`src/hw/video_pkg.sv`:
```
// Shared constants and the output pixel word for the video output stage
// Colour depth is fixed at 6 bits out, 4 bits from the game core
// Conversion coefficients are in 1/256 units and assume unsigned 6-bit RGB
// The pixel union is read as R/G/B or as Pr/Y/Pb in the same bit slots

package video_pkg;

    localparam int GAME_W  = 4;         // Native game colour depth
    localparam int COLOR_W = 6;         // Board and output colour depth
    localparam int NUM_CH  = 3;         // 0 red, 1 green, 2 blue

    // Chroma sits around mid scale
    localparam int CHROMA_MID = 32;

    // Luma weights
    localparam int Y_KR = 77;
    localparam int Y_KG = 150;
    localparam int Y_KB = 29;

    // Blue difference
    localparam int PB_KR = -43;
    localparam int PB_KG = -85;
    localparam int PB_KB = 128;

    // Red difference
    localparam int PR_KR = 128;
    localparam int PR_KG = -107;
    localparam int PR_KB = -21;

    // Same 18 bits, two readings; in YPbPr mode the red pin carries Pr
    typedef union packed {
        struct packed {
            logic [COLOR_W-1:0] r;
            logic [COLOR_W-1:0] g;
            logic [COLOR_W-1:0] b;
        } rgb;
        struct packed {
            logic [COLOR_W-1:0] pr;
            logic [COLOR_W-1:0] y;
            logic [COLOR_W-1:0] pb;
        } cmp;
    } vga_pixel_u;

endpackage

```
`src/hw/video_src_sel.sv`:
```
// Source selection between the native game picture and the board picture
// scandoubler_disable_i is a level and may change on any cycle
// Game syncs arrive active low, board syncs active high; all outputs active high
// One register stage, everything cleared by reset

`timescale 1ns/100ps

module video_src_sel (
    input  logic                             clk_rgb,
    input  logic                             reset_i,
    input  logic                             scandoubler_disable_i,
    input  logic                             ypbpr_i,
    input  logic [video_pkg::GAME_W-1:0]     game_r_i,
    input  logic [video_pkg::GAME_W-1:0]     game_g_i,
    input  logic [video_pkg::GAME_W-1:0]     game_b_i,
    input  logic [video_pkg::COLOR_W-1:0]    board_r_i,
    input  logic [video_pkg::COLOR_W-1:0]    board_g_i,
    input  logic [video_pkg::COLOR_W-1:0]    board_b_i,
    input  logic                             hs_i,
    input  logic                             vs_i,
    input  logic                             board_hsync_i,
    input  logic                             board_vsync_i,
    input  logic                             osd_act_i,
    input  logic                             osd_pix_i,
    output logic [video_pkg::COLOR_W-1:0]    ch_r_o,
    output logic [video_pkg::COLOR_W-1:0]    ch_g_o,
    output logic [video_pkg::COLOR_W-1:0]    ch_b_o,
    output logic                             sel_game_o,
    output logic                             ypbpr_o,
    output logic                             hsync_o,
    output logic                             vsync_o,
    output logic                             csync_o,
    output logic                             osd_act_o,
    output logic                             osd_pix_o
);

    logic hs_sel;
    logic vs_sel;

    // Repeat the top bits so full scale maps to full scale
    function automatic logic [video_pkg::COLOR_W-1:0] widen(
        input logic [video_pkg::GAME_W-1:0] c
    );
        return {c, c[video_pkg::GAME_W-1 -: video_pkg::COLOR_W - video_pkg::GAME_W]};
    endfunction

    assign hs_sel = scandoubler_disable_i ? ~hs_i : board_hsync_i;
    assign vs_sel = scandoubler_disable_i ? ~vs_i : board_vsync_i;

    always_ff @(posedge clk_rgb) begin
        if (reset_i) begin
            ch_r_o     <= '0;
            ch_g_o     <= '0;
            ch_b_o     <= '0;
            sel_game_o <= 1'b0;
            ypbpr_o    <= 1'b0;
            hsync_o    <= 1'b0;
            vsync_o    <= 1'b0;
            csync_o    <= 1'b0;
            osd_act_o  <= 1'b0;
            osd_pix_o  <= 1'b0;
        end else begin
            if (scandoubler_disable_i) begin
                ch_r_o <= widen(game_r_i);
                ch_g_o <= widen(game_g_i);
                ch_b_o <= widen(game_b_i);
            end else begin
                ch_r_o <= board_r_i;
                ch_g_o <= board_g_i;
                ch_b_o <= board_b_i;
            end
            sel_game_o <= scandoubler_disable_i;
            ypbpr_o    <= ypbpr_i;              // Carried along with its pixel
            hsync_o    <= hs_sel;
            vsync_o    <= vs_sel;
            csync_o    <= ~(hs_sel ^ vs_sel);   // High outside both sync pulses
            osd_act_o  <= osd_act_i;
            osd_pix_o  <= osd_pix_i;
        end
    end

endmodule

```
`src/hw/color_chan.sv`:
```
// One colour channel with the on-screen-display overlay
// Inside the OSD window the picture is dimmed to a quarter
// and the two top bits come from the OSD pixel
// osd_pix_i must only be high inside the OSD window

`timescale 1ns/100ps

module color_chan (
    input  logic                             clk_rgb,
    input  logic                             reset_i,
    input  logic [video_pkg::COLOR_W-1:0]    chan_i,
    input  logic                             osd_act_i,
    input  logic                             osd_pix_i,
    output logic [video_pkg::COLOR_W-1:0]    chan_o
);

    logic [video_pkg::COLOR_W-1:0] overlay;

    // Background shows through at low level behind the text
    assign overlay = {{2{osd_pix_i}}, chan_i[video_pkg::COLOR_W-1:2]};

    always_ff @(posedge clk_rgb) begin
        if (reset_i) begin
            chan_o <= '0;
        end else if (osd_act_i) begin
            chan_o <= overlay;
        end else begin
            chan_o <= chan_i;      // Outside the window
        end
    end

    // An OSD pixel outside the OSD window means the source is misaligned
    a_pix_inside_window: assert property (
        @(posedge clk_rgb) disable iff (reset_i)
        !(osd_pix_i && !osd_act_i)
    ) else $error("OSD pixel set outside the OSD window");

endmodule

```
`src/hw/ypbpr_conv.sv`:
```
// Output format and sync mode selection
// YPbPr uses integer coefficients in 1/256 units with arithmetic shifts,
// so results may be one code off a floating point converter
// Composite sync goes out on the HS pin with VS held high for the game
// path and for YPbPr, as SCART style cables expect
// Inputs must be aligned to the same pixel; one register stage

`timescale 1ns/100ps

module ypbpr_conv (
    input  logic                             clk_rgb,
    input  logic                             reset_i,
    input  logic [video_pkg::COLOR_W-1:0]    r_i,
    input  logic [video_pkg::COLOR_W-1:0]    g_i,
    input  logic [video_pkg::COLOR_W-1:0]    b_i,
    input  logic                             ypbpr_i,
    input  logic                             sel_game_i,
    input  logic                             hsync_i,
    input  logic                             vsync_i,
    input  logic                             csync_i,
    output video_pkg::vga_pixel_u            pix_o,
    output logic                             vga_hs_o,
    output logic                             vga_vs_o
);

    logic signed [video_pkg::COLOR_W+1:0] r_s;
    logic signed [video_pkg::COLOR_W+1:0] g_s;
    logic signed [video_pkg::COLOR_W+1:0] b_s;
    int y_sum;
    int pb_sum;
    int pr_sum;
    int y_val;
    int pb_val;
    int pr_val;
    logic use_csync;

    always_comb begin
        // Zero extend so the products stay signed
        r_s = $signed({2'b00, r_i});
        g_s = $signed({2'b00, g_i});
        b_s = $signed({2'b00, b_i});

        y_sum  = video_pkg::Y_KR  * r_s + video_pkg::Y_KG  * g_s + video_pkg::Y_KB  * b_s;
        pb_sum = video_pkg::PB_KR * r_s + video_pkg::PB_KG * g_s + video_pkg::PB_KB * b_s;
        pr_sum = video_pkg::PR_KR * r_s + video_pkg::PR_KG * g_s + video_pkg::PR_KB * b_s;

        y_val  = y_sum >>> 8;                               // 0 to 63
        pb_val = video_pkg::CHROMA_MID + (pb_sum >>> 8);    // Stays within 0 to 63
        pr_val = video_pkg::CHROMA_MID + (pr_sum >>> 8);
    end

    assign use_csync = sel_game_i | ypbpr_i;

    always_ff @(posedge clk_rgb) begin
        if (reset_i) begin
            pix_o    <= '0;
            vga_hs_o <= 1'b0;
            vga_vs_o <= 1'b0;
        end else begin
            if (ypbpr_i) begin
                pix_o.cmp.pr <= pr_val[video_pkg::COLOR_W-1:0];
                pix_o.cmp.y  <= y_val[video_pkg::COLOR_W-1:0];
                pix_o.cmp.pb <= pb_val[video_pkg::COLOR_W-1:0];
            end else begin
                pix_o.rgb.r <= r_i;
                pix_o.rgb.g <= g_i;
                pix_o.rgb.b <= b_i;
            end
            vga_hs_o <= use_csync ? csync_i : hsync_i;
            vga_vs_o <= use_csync ? 1'b1    : vsync_i;  // High selects RGB on SCART
        end
    end

    // Monitor must never see a VS pulse while composite sync is in use
    a_vs_high_on_csync: assert property (
        @(posedge clk_rgb) disable iff (reset_i)
        use_csync |=> vga_vs_o
    ) else $error("VS not held high in composite sync mode");

endmodule

```
`src/hw/video_out_top.sv`:
```
// Video output stage of the board wrapper
// All inputs are levels sampled on every clk_rgb edge, no handshake
// Fixed latency of 3 clk_rgb cycles for pixels, syncs and mode bits
// Outputs read as zero for 3 cycles after reset
// The OSD arrives as ready made per-pixel levels

`timescale 1ns/100ps

module video_out_top (
    input  logic                             clk_rgb,
    input  logic                             reset_i,
    input  logic                             scandoubler_disable_i,
    input  logic                             ypbpr_i,
    input  logic [video_pkg::GAME_W-1:0]     game_r_i,
    input  logic [video_pkg::GAME_W-1:0]     game_g_i,
    input  logic [video_pkg::GAME_W-1:0]     game_b_i,
    input  logic [video_pkg::COLOR_W-1:0]    board_r_i,
    input  logic [video_pkg::COLOR_W-1:0]    board_g_i,
    input  logic [video_pkg::COLOR_W-1:0]    board_b_i,
    input  logic                             hs_i,
    input  logic                             vs_i,
    input  logic                             board_hsync_i,
    input  logic                             board_vsync_i,
    input  logic                             osd_act_i,
    input  logic                             osd_pix_i,
    output logic [video_pkg::COLOR_W-1:0]    vga_r_o,
    output logic [video_pkg::COLOR_W-1:0]    vga_g_o,
    output logic [video_pkg::COLOR_W-1:0]    vga_b_o,
    output logic                             vga_hs_o,
    output logic                             vga_vs_o
);

    logic [video_pkg::COLOR_W-1:0] ch_in  [video_pkg::NUM_CH];
    logic [video_pkg::COLOR_W-1:0] ch_out [video_pkg::NUM_CH];
    logic sel_game, ypbpr, hsync, vsync, csync, osd_act, osd_pix;
    logic sel_game_q, ypbpr_q, hsync_q, vsync_q, csync_q;
    video_pkg::vga_pixel_u pix;

    video_src_sel u_src_sel (
        .clk_rgb               ( clk_rgb               ),
        .reset_i               ( reset_i               ),
        .scandoubler_disable_i ( scandoubler_disable_i ),
        .ypbpr_i               ( ypbpr_i               ),
        .game_r_i              ( game_r_i              ),
        .game_g_i              ( game_g_i              ),
        .game_b_i              ( game_b_i              ),
        .board_r_i             ( board_r_i             ),
        .board_g_i             ( board_g_i             ),
        .board_b_i             ( board_b_i             ),
        .hs_i                  ( hs_i                  ),
        .vs_i                  ( vs_i                  ),
        .board_hsync_i         ( board_hsync_i         ),
        .board_vsync_i         ( board_vsync_i         ),
        .osd_act_i             ( osd_act_i             ),
        .osd_pix_i             ( osd_pix_i             ),
        .ch_r_o                ( ch_in[0]              ),
        .ch_g_o                ( ch_in[1]              ),
        .ch_b_o                ( ch_in[2]              ),
        .sel_game_o            ( sel_game              ),
        .ypbpr_o               ( ypbpr                 ),
        .hsync_o               ( hsync                 ),
        .vsync_o               ( vsync                 ),
        .csync_o               ( csync                 ),
        .osd_act_o             ( osd_act               ),
        .osd_pix_o             ( osd_pix               )
    );

    for (genvar i = 0; i < video_pkg::NUM_CH; i++) begin : g_chan
        color_chan u_color_chan (
            .clk_rgb   ( clk_rgb   ),
            .reset_i   ( reset_i   ),
            .chan_i    ( ch_in[i]  ),
            .osd_act_i ( osd_act   ),
            .osd_pix_i ( osd_pix   ),
            .chan_o    ( ch_out[i] )
        );
    end

    // Sideband follows the channel stage
    always_ff @(posedge clk_rgb) begin
        if (reset_i) begin
            sel_game_q <= 1'b0;
            ypbpr_q    <= 1'b0;
            hsync_q    <= 1'b0;
            vsync_q    <= 1'b0;
            csync_q    <= 1'b0;
        end else begin
            sel_game_q <= sel_game;
            ypbpr_q    <= ypbpr;
            hsync_q    <= hsync;
            vsync_q    <= vsync;
            csync_q    <= csync;
        end
    end

    ypbpr_conv u_ypbpr_conv (
        .clk_rgb    ( clk_rgb    ),
        .reset_i    ( reset_i    ),
        .r_i        ( ch_out[0]  ),
        .g_i        ( ch_out[1]  ),
        .b_i        ( ch_out[2]  ),
        .ypbpr_i    ( ypbpr_q    ),
        .sel_game_i ( sel_game_q ),
        .hsync_i    ( hsync_q    ),
        .vsync_i    ( vsync_q    ),
        .csync_i    ( csync_q    ),
        .pix_o      ( pix        ),
        .vga_hs_o   ( vga_hs_o   ),
        .vga_vs_o   ( vga_vs_o   )
    );

    // Pr, Y, Pb share the R, G, B pins
    assign vga_r_o = pix.rgb.r;
    assign vga_g_o = pix.rgb.g;
    assign vga_b_o = pix.rgb.b;

endmodule

```
`config.mk`:
```
export PLATFORM = sky130hd
export DESIGN_NAME = video_out_top
export DESIGN_NICKNAME = d
export VERILOG_FILES = /design/src/hw/video_pkg.sv /design/src/hw/video_src_sel.sv /design/src/hw/color_chan.sv /design/src/hw/ypbpr_conv.sv /design/src/hw/video_out_top.sv
export SDC_FILE = /design/constraint.sdc
export NUM_CORES = 1
export LEC_CHECK = 0
export ABC_AREA = 1
export BUFFER_PORTS_ARGS = -buffer_cell sky130_fd_sc_hd__buf_2
export CAP_MARGIN = 20
export CORE_ASPECT_RATIO = 1.75
export CORE_MARGIN = 5
export CORE_UTILIZATION = 25
export CTS_CLUSTER_DIAMETER = 100
export CTS_CLUSTER_SIZE = 24
export DETAILED_ROUTE_END_ITERATION = 10
export PLACE_DENSITY_LB_ADDON = 0.25
export SKIP_CTS_REPAIR_TIMING = 1
export SYNTH_ARGS = -nofsm -noshare
export SYNTH_HDL_FRONTEND = slang
export SYNTH_SLANG_ARGS = --single-unit
export TNS_END_PERCENT = 5
```
`constraint.sdc`:
```
create_clock -name clk_rgb -period 6.3 [get_ports clk_rgb]
set_input_delay 1.26 -clock clk_rgb [delete_from_list [all_inputs] [get_ports clk_rgb]]
set_output_delay 1.26 -clock clk_rgb [all_outputs]
set_load 0.05 [all_outputs]
```
==> results.yml, run 1 <==
layout:
  seq_area_um2: 1370
  finalNonFillerCells: 1804
  nets: 1654
  fillers: 4274
  postLayoutCoreUtil_pct: 29.6
  antenna_cells: 0
  area_growth_pct: 17.5
  drive_gt1_share_pct: 14.7
  multi_input_area_um2: 7520
  fin_area_um2: 11600
floorplanning:
  start_util_pct: 25.2
  dieArea_um2: 43700
  fp.dieH_um: 273
  placementRows: 96
  coreArea_um2: 39200
  ios: 60
  die_w_um: 160
cts:
  cts_tree: "yes"
  clkLatencyLatePin_ns: 0.36
  cts_root_buf: "clkbuf_16"
  clkTransAtPathRegs_ns: 0.07
  clk_path_buf_depth: 2
  htree_levels: 3
  clock_sink_count: 68
  numCtsBuffers: 9
synth:
  ys_ff_latch: 68
  synth_compound_area_share_pct: 8.40
  synth_adder_area_share_pct: 47.3
  synth_top_family_by_area: "adder cells"
  muxShareOfSynthArea_pct: 0
  synth.distinct_cells: 41
  syn_area_per_cell_um2: 8.16
  yosys_warnings: 0
  yosys.area_share.xor_xnor_pct: 3.11
  syn_inst: 1209
  synthSimpleGateAreaFrac_pct: 15.1
  synth_area_leaders: "ha_1 (24%), fa_1 (23%), dfxtp_1 (14%)"
  netlist.area_leader.share_pct: 24.4
  synth_area_leader_cell: "ha_1"
  synth_nets: 1554
  synth-seq-area-share_pct: 13.8
  synth_area_um2: 9860
routing:
  via_count: 7924
  drt_wl_total_um: 29200
  routedWlPerCell_um: 16.2
  drc: 0
  drt_pre_antenna_iters: 4
  drtIter0Drc: 234
  vias_per_cell: 4.39
  drtAntennaViolNets: 0
place:
  io_buffers: 59
  dp_hpwl_um: 25400
  place_area_um2: 11000
  dp.cells: 1787
  pre_cts_ws_ns: -0.293
  gp_congestion: 0.902
power_and_ir_drop:
  power_density_nw_per_um2: 341
  peakVddDrop_uv: 202
  total_leakage_power_nw: 6.34
  total_power_mw: 3.95
global_route:
  grt.busiest_layer: "met2"
  met2_usage_pct: 28.0
  grt_max_degree: 41
  grt_overflow: 0
  grt_pass1_vias: 8514
  antenna_found_initial: 0
  track_usage_pct: 13.7
  met1_usage_pct: 12.8
  grt_pass1_wl_um: 45600
  grtUsageMet3_pct: 1.48
critical_path:
  crit_path_frequent_cell: "fa_1"
  path_max_fanout: 3
  cp.required_ns: 6.55
  max_stage_delay_ns: 0.53
  cp-start-kind: "register"
  slowest_stage: "fa_1"
  crit_arrival_ns: 6.52
  critPathKind: "reg -> reg"
  worstSetupEndpointType: "register"
timing:
  holdWs_ns: 0.394
  skew_ns: 0.00918
  rsz0062_at_grt: "true"
  worstMarginPinSlew_ns: 0.953
  period_share_pct: 99.6
  tns_ns: 0
  drv_slew: 0
  fmax_ghz: 0.159
  slew-limit-headroom_pct: 36.0
  post-route-min-period_ns: 6.28
  setup_violations: 0
  setup_slack_ns: 0.0250
  hold_viol: 0
job:
  drv_cap: 0
worst_hold_path:
  hold_path.class: "reg -> reg"
run_status:
  status: "completed"
cells in the final DEF (no fill, tap or decap), types with 3 or more instances in the layout:
| master | count |
|---|---|
| ha_4 | 13 |
| nand2_2 | 10 |
| xnor2_1 | 11 |
| buf_4 | 45 |
| nand3_1 | 43 |
| clkinv_1 | 4 |
| clkbuf_16 | 9 |
| nand2_1 | 167 |
| o21ai_0 | 31 |
| a31oi_1 | 3 |
| o21ai_1 | 8 |
| nand3_2 | 6 |
| dfxtp_1 | 64 |
| o211ai_1 | 10 |
| nor2_1 | 91 |
| ha_1 | 179 |
| a21oi_1 | 69 |
| fa_1 | 111 |
| xor2_1 | 23 |
| o21bai_1 | 6 |
| a21oi_2 | 8 |
| inv_1 | 280 |
| buf_2 | 59 |
| inv_2 | 8 |
| nor3_2 | 4 |
| nand4_1 | 12 |
power by group:
group / switching, mW / internal (mW)
sequential: 0.0188 / 0.460
clock: 0.222 / 0.349
combinational: 1.71 / 1.19
Yosys cell counts, drive strengths merged:
cell type	n
or2	2
nand2	179
dfxtp	68
fa	113
o21bai	7
xor2	24
xnor2	11
dlymetal6s4s	1
o21ai	41
nand2b	1
a21oi	77
nand4	12
nand3	50
ha	192
nor3	5
nor2	93
o21a	2
nand3b	3
clkinv	4
a21boi	1
a31oi	4
inv	290
o211ai	12
buf	5
clkbuf	10
a21o	2
final cells by class:
| type | count | area share, % |
|---|---|---|
| clock inverter | 7 | 0.853 |
| multi-input combinational | 831 | 64.9 |
| tap | 490 | 5.29 |
| sequential | 68 | 11.8 |
| timing repair buffer | 105 | 5.56 |
| clock buffer | 9 | 1.94 |
| inverter | 294 | 9.57 |
critical path: cells and delay by family, from the launching register on:
family,cells,cell delay (ns)
and+or+nand+nor,6,0.71
xor gates and xnor gates,1,0.21
adders and majority gates,10,4.00
DFF,1,0.36
AOI/OAI and AO/OA,4,0.51
buffers and inverters,7,0.39
registers in the layout (all words and copies together) (netlist names), 6 cells and up:
name	count
g_chan.u_color_chan.chan_o	18
u_src_sel.ch_b_o	6
u_src_sel.ch_g_o	6
u_src_sel.ch_r_o	6
u_ypbpr_conv.pix_o	18
worst paths after layout:
path         slack, ns                      to                        startpoint  depth (start not counted)
max               0.02  u_ypbpr_conv.pix_o[16]  g_chan[2].u_color_chan.chan_o[2]                         28
min               0.39                 vsync_q                 u_src_sel.vsync_o                          2
max reg2reg       0.02  u_ypbpr_conv.pix_o[16]  g_chan[2].u_color_chan.chan_o[2]                         28
min reg2reg       0.39                 vsync_q                 u_src_sel.vsync_o                          2
metal layers:
metal  up-vias  wire length (µm)
met5         -                 0
met2       128             16800
met3        64               524
met4         0              1930
met1      3762             10000
li1       3970                 -
kinds of logic after synthesis:
group,count (synthesis)
flops,68
simple gates,345
buf+inv,310
compound gates,146
xor+xnor,35
fa+ha+maj,305
Note: power is estimated with default switching activity, not from simulation.
==> run 2: changes to the inputs <==
--- a/config.mk
+++ b/config.mk
@@ -10,7 +10,7 @@
 export CAP_MARGIN = 20
 export CORE_ASPECT_RATIO = 1.75
 export CORE_MARGIN = 5
-export CORE_UTILIZATION = 25
+export CORE_UTILIZATION = 45
 export CTS_CLUSTER_DIAMETER = 100
 export CTS_CLUSTER_SIZE = 24
 export DETAILED_ROUTE_END_ITERATION = 10
==> results.yml, run 2 (same netlist as run 1, synthesis figures left out) <==
cts:
  cts_tree: "yes"
  numCtsBuffers: 9
  clkLatencyLatePin_ns: 0.36
  clock_sink_count: 68
  cts_root_buf: "clkbuf_16"
  clk_path_buf_depth: 2
  clkTransAtPathRegs_ns: 0.07
  htree_levels: 3
power_and_ir_drop:
  power_density_nw_per_um2: 338
  total_power_mw: 3.78
  peakVddDrop_uv: 188
  total_leakage_power_nw: 6.29
routing:
  drt_pre_antenna_iters: 4
  vias_per_cell: 4.96
  routedWlPerCell_um: 15.9
  drtAntennaViolNets: 0
  drt_wl_total_um: 25500
  drc: 0
  via_count: 7925
  drtIter0Drc: 192
timing:
  setup_slack_ns: 0.0830
  post-route-min-period_ns: 6.22
  setup_violations: 0
  hold_viol: 0
  slew-limit-headroom_pct: 48.2
  period_share_pct: 98.7
  rsz0062_at_grt: "true"
  worstMarginPinSlew_ns: 0.776
  drv_slew: 0
  skew_ns: 0.0156
  fmax_ghz: 0.161
place:
  io_buffers: 59
  gp_congestion: 0.930
  dp_hpwl_um: 22100
  dp.cells: 1579
  pre_cts_ws_ns: -0.161
global_route:
  grt_pass1_vias: 8553
  grt_pass1_wl_um: 41800
  met1_usage_pct: 20.9
  grt_max_degree: 42
  antenna_found_initial: 0
  met2_usage_pct: 42.3
  grt_overflow: 0
  track_usage_pct: 21.8
  grtUsageMet3_pct: 2.92
  grt.busiest_layer: "met2"
floorplanning:
  fp.dieH_um: 206
  ios: 60
  coreArea_um2: 21600
  die_w_um: 122
  start_util_pct: 45.7
  dieArea_um2: 25100
  placementRows: 71
worst_hold_path:
  hold_path.class: "reg -> reg"
layout:
  final_common_cell: "inv_1"
  finalNonFillerCells: 1598
  area_growth_pct: 13.6
  drive_gt1_share_pct: 13.7
  final_cell_mix: "inv_1 (281), ha_1 (180), nand2_1 (167), fa_1 (112), nor2_1 (91)"
  nets: 1646
  reg_top3: "g_chan.u_color_chan.chan_o: 18 flops, u_ypbpr_conv.pix_o: 18 flops"
  antenna_cells: 0
run_status:
  status: "completed"
critical_path:
  cp.required_ns: 6.56
  cp-start-kind: "register"
  path_max_fanout: 3
  crit_path_frequent_cell: "fa_1"
  crit_arrival_ns: 6.48
  slowest_stage: "fa_1"
  worstSetupEndpointType: "register"
  critPathKind: "reg -> reg"
  max_stage_delay_ns: 0.52
job:
  drv_cap: 0
==> run 2: cell types whose count changed in the layout (fill, tap and decap cells not counted), sizes merged <==
cell	previous run	this run
buf	105	97
bufinv	2	0
clkbuf	9	11
clkinv	7	5
inv	291	293
==> run 2: cell type report <==
class / count / area, µm²
Tap cell: 292 / 365
Multi-Input combinational cell: 831 / 7470
Timing Repair Buffer: 97 / 584
Inverter: 294 / 1110
Clock buffer: 11 / 264
Fill cell: 2059 / 10400
Clock inverter: 5 / 38.8
Sequential cell: 68 / 1370
==> run 2: metrics by stage <==
| stage | hold slack, ns | setup TNS (ns) | util (%) | area, µm² |
|---|---|---|---|---|
| detailed placement | 0.394 | -0.456 | 49.5 | 10700 |
| global placement | 0.391 | -0.108 | 49.5 | 10700 |
| floorplan | 0.388 | 0 | - | 9870 |
| finish | 0.398 | 0 | 51.9 | 11200 |
| CTS | 0.402 | -0.452 | 50.9 | 11000 |
| global route | 0.415 | -0.483 | 51.9 | 11200 |
==> run 2: per-layer routing <==
layer  wire length [µm]  share of wire (%)
met1               8860                 35
met2              14100                 56
met3                749                2.9
met4               1720                6.7
met5                  0                  0
==> run 2: path summary, 6_finish.rpt <==
| path | end | start | slack, ns | cells past startpoint |
|---|---|---|---|---|
| hold reg to reg | vsync_q | u_src_sel.vsync_o | 0.40 | 2 |
| setup reg to reg | u_ypbpr_conv.pix_o[17] | g_chan[2].u_color_chan.chan_o[2] | 0.08 | 32 |
| hold / removal | vsync_q | u_src_sel.vsync_o | 0.40 | 2 |
| setup / recovery | u_ypbpr_conv.pix_o[17] | g_chan[2].u_color_chan.chan_o[2] | 0.08 | 32 |
==> run 2: worst max-delay path, delay by kind of cell, from the launching register on <==
family | cells | cell delay (ns)
fa+ha+maj | 10 | 3.99
compound gates | 3 | 0.40
xor+xnor | 1 | 0.21
buf+inv | 8 | 0.39
simple gates | 10 | 0.79
flops | 1 | 0.36
==> run 2: report_power, final <==
part,total [mW],internal (mW),switching [mW]
logic,2.78,1.14,1.64
clock network,0.522,0.305,0.217
registers,0.481,0.460,0.0202
total,3.78,1.90,1.88
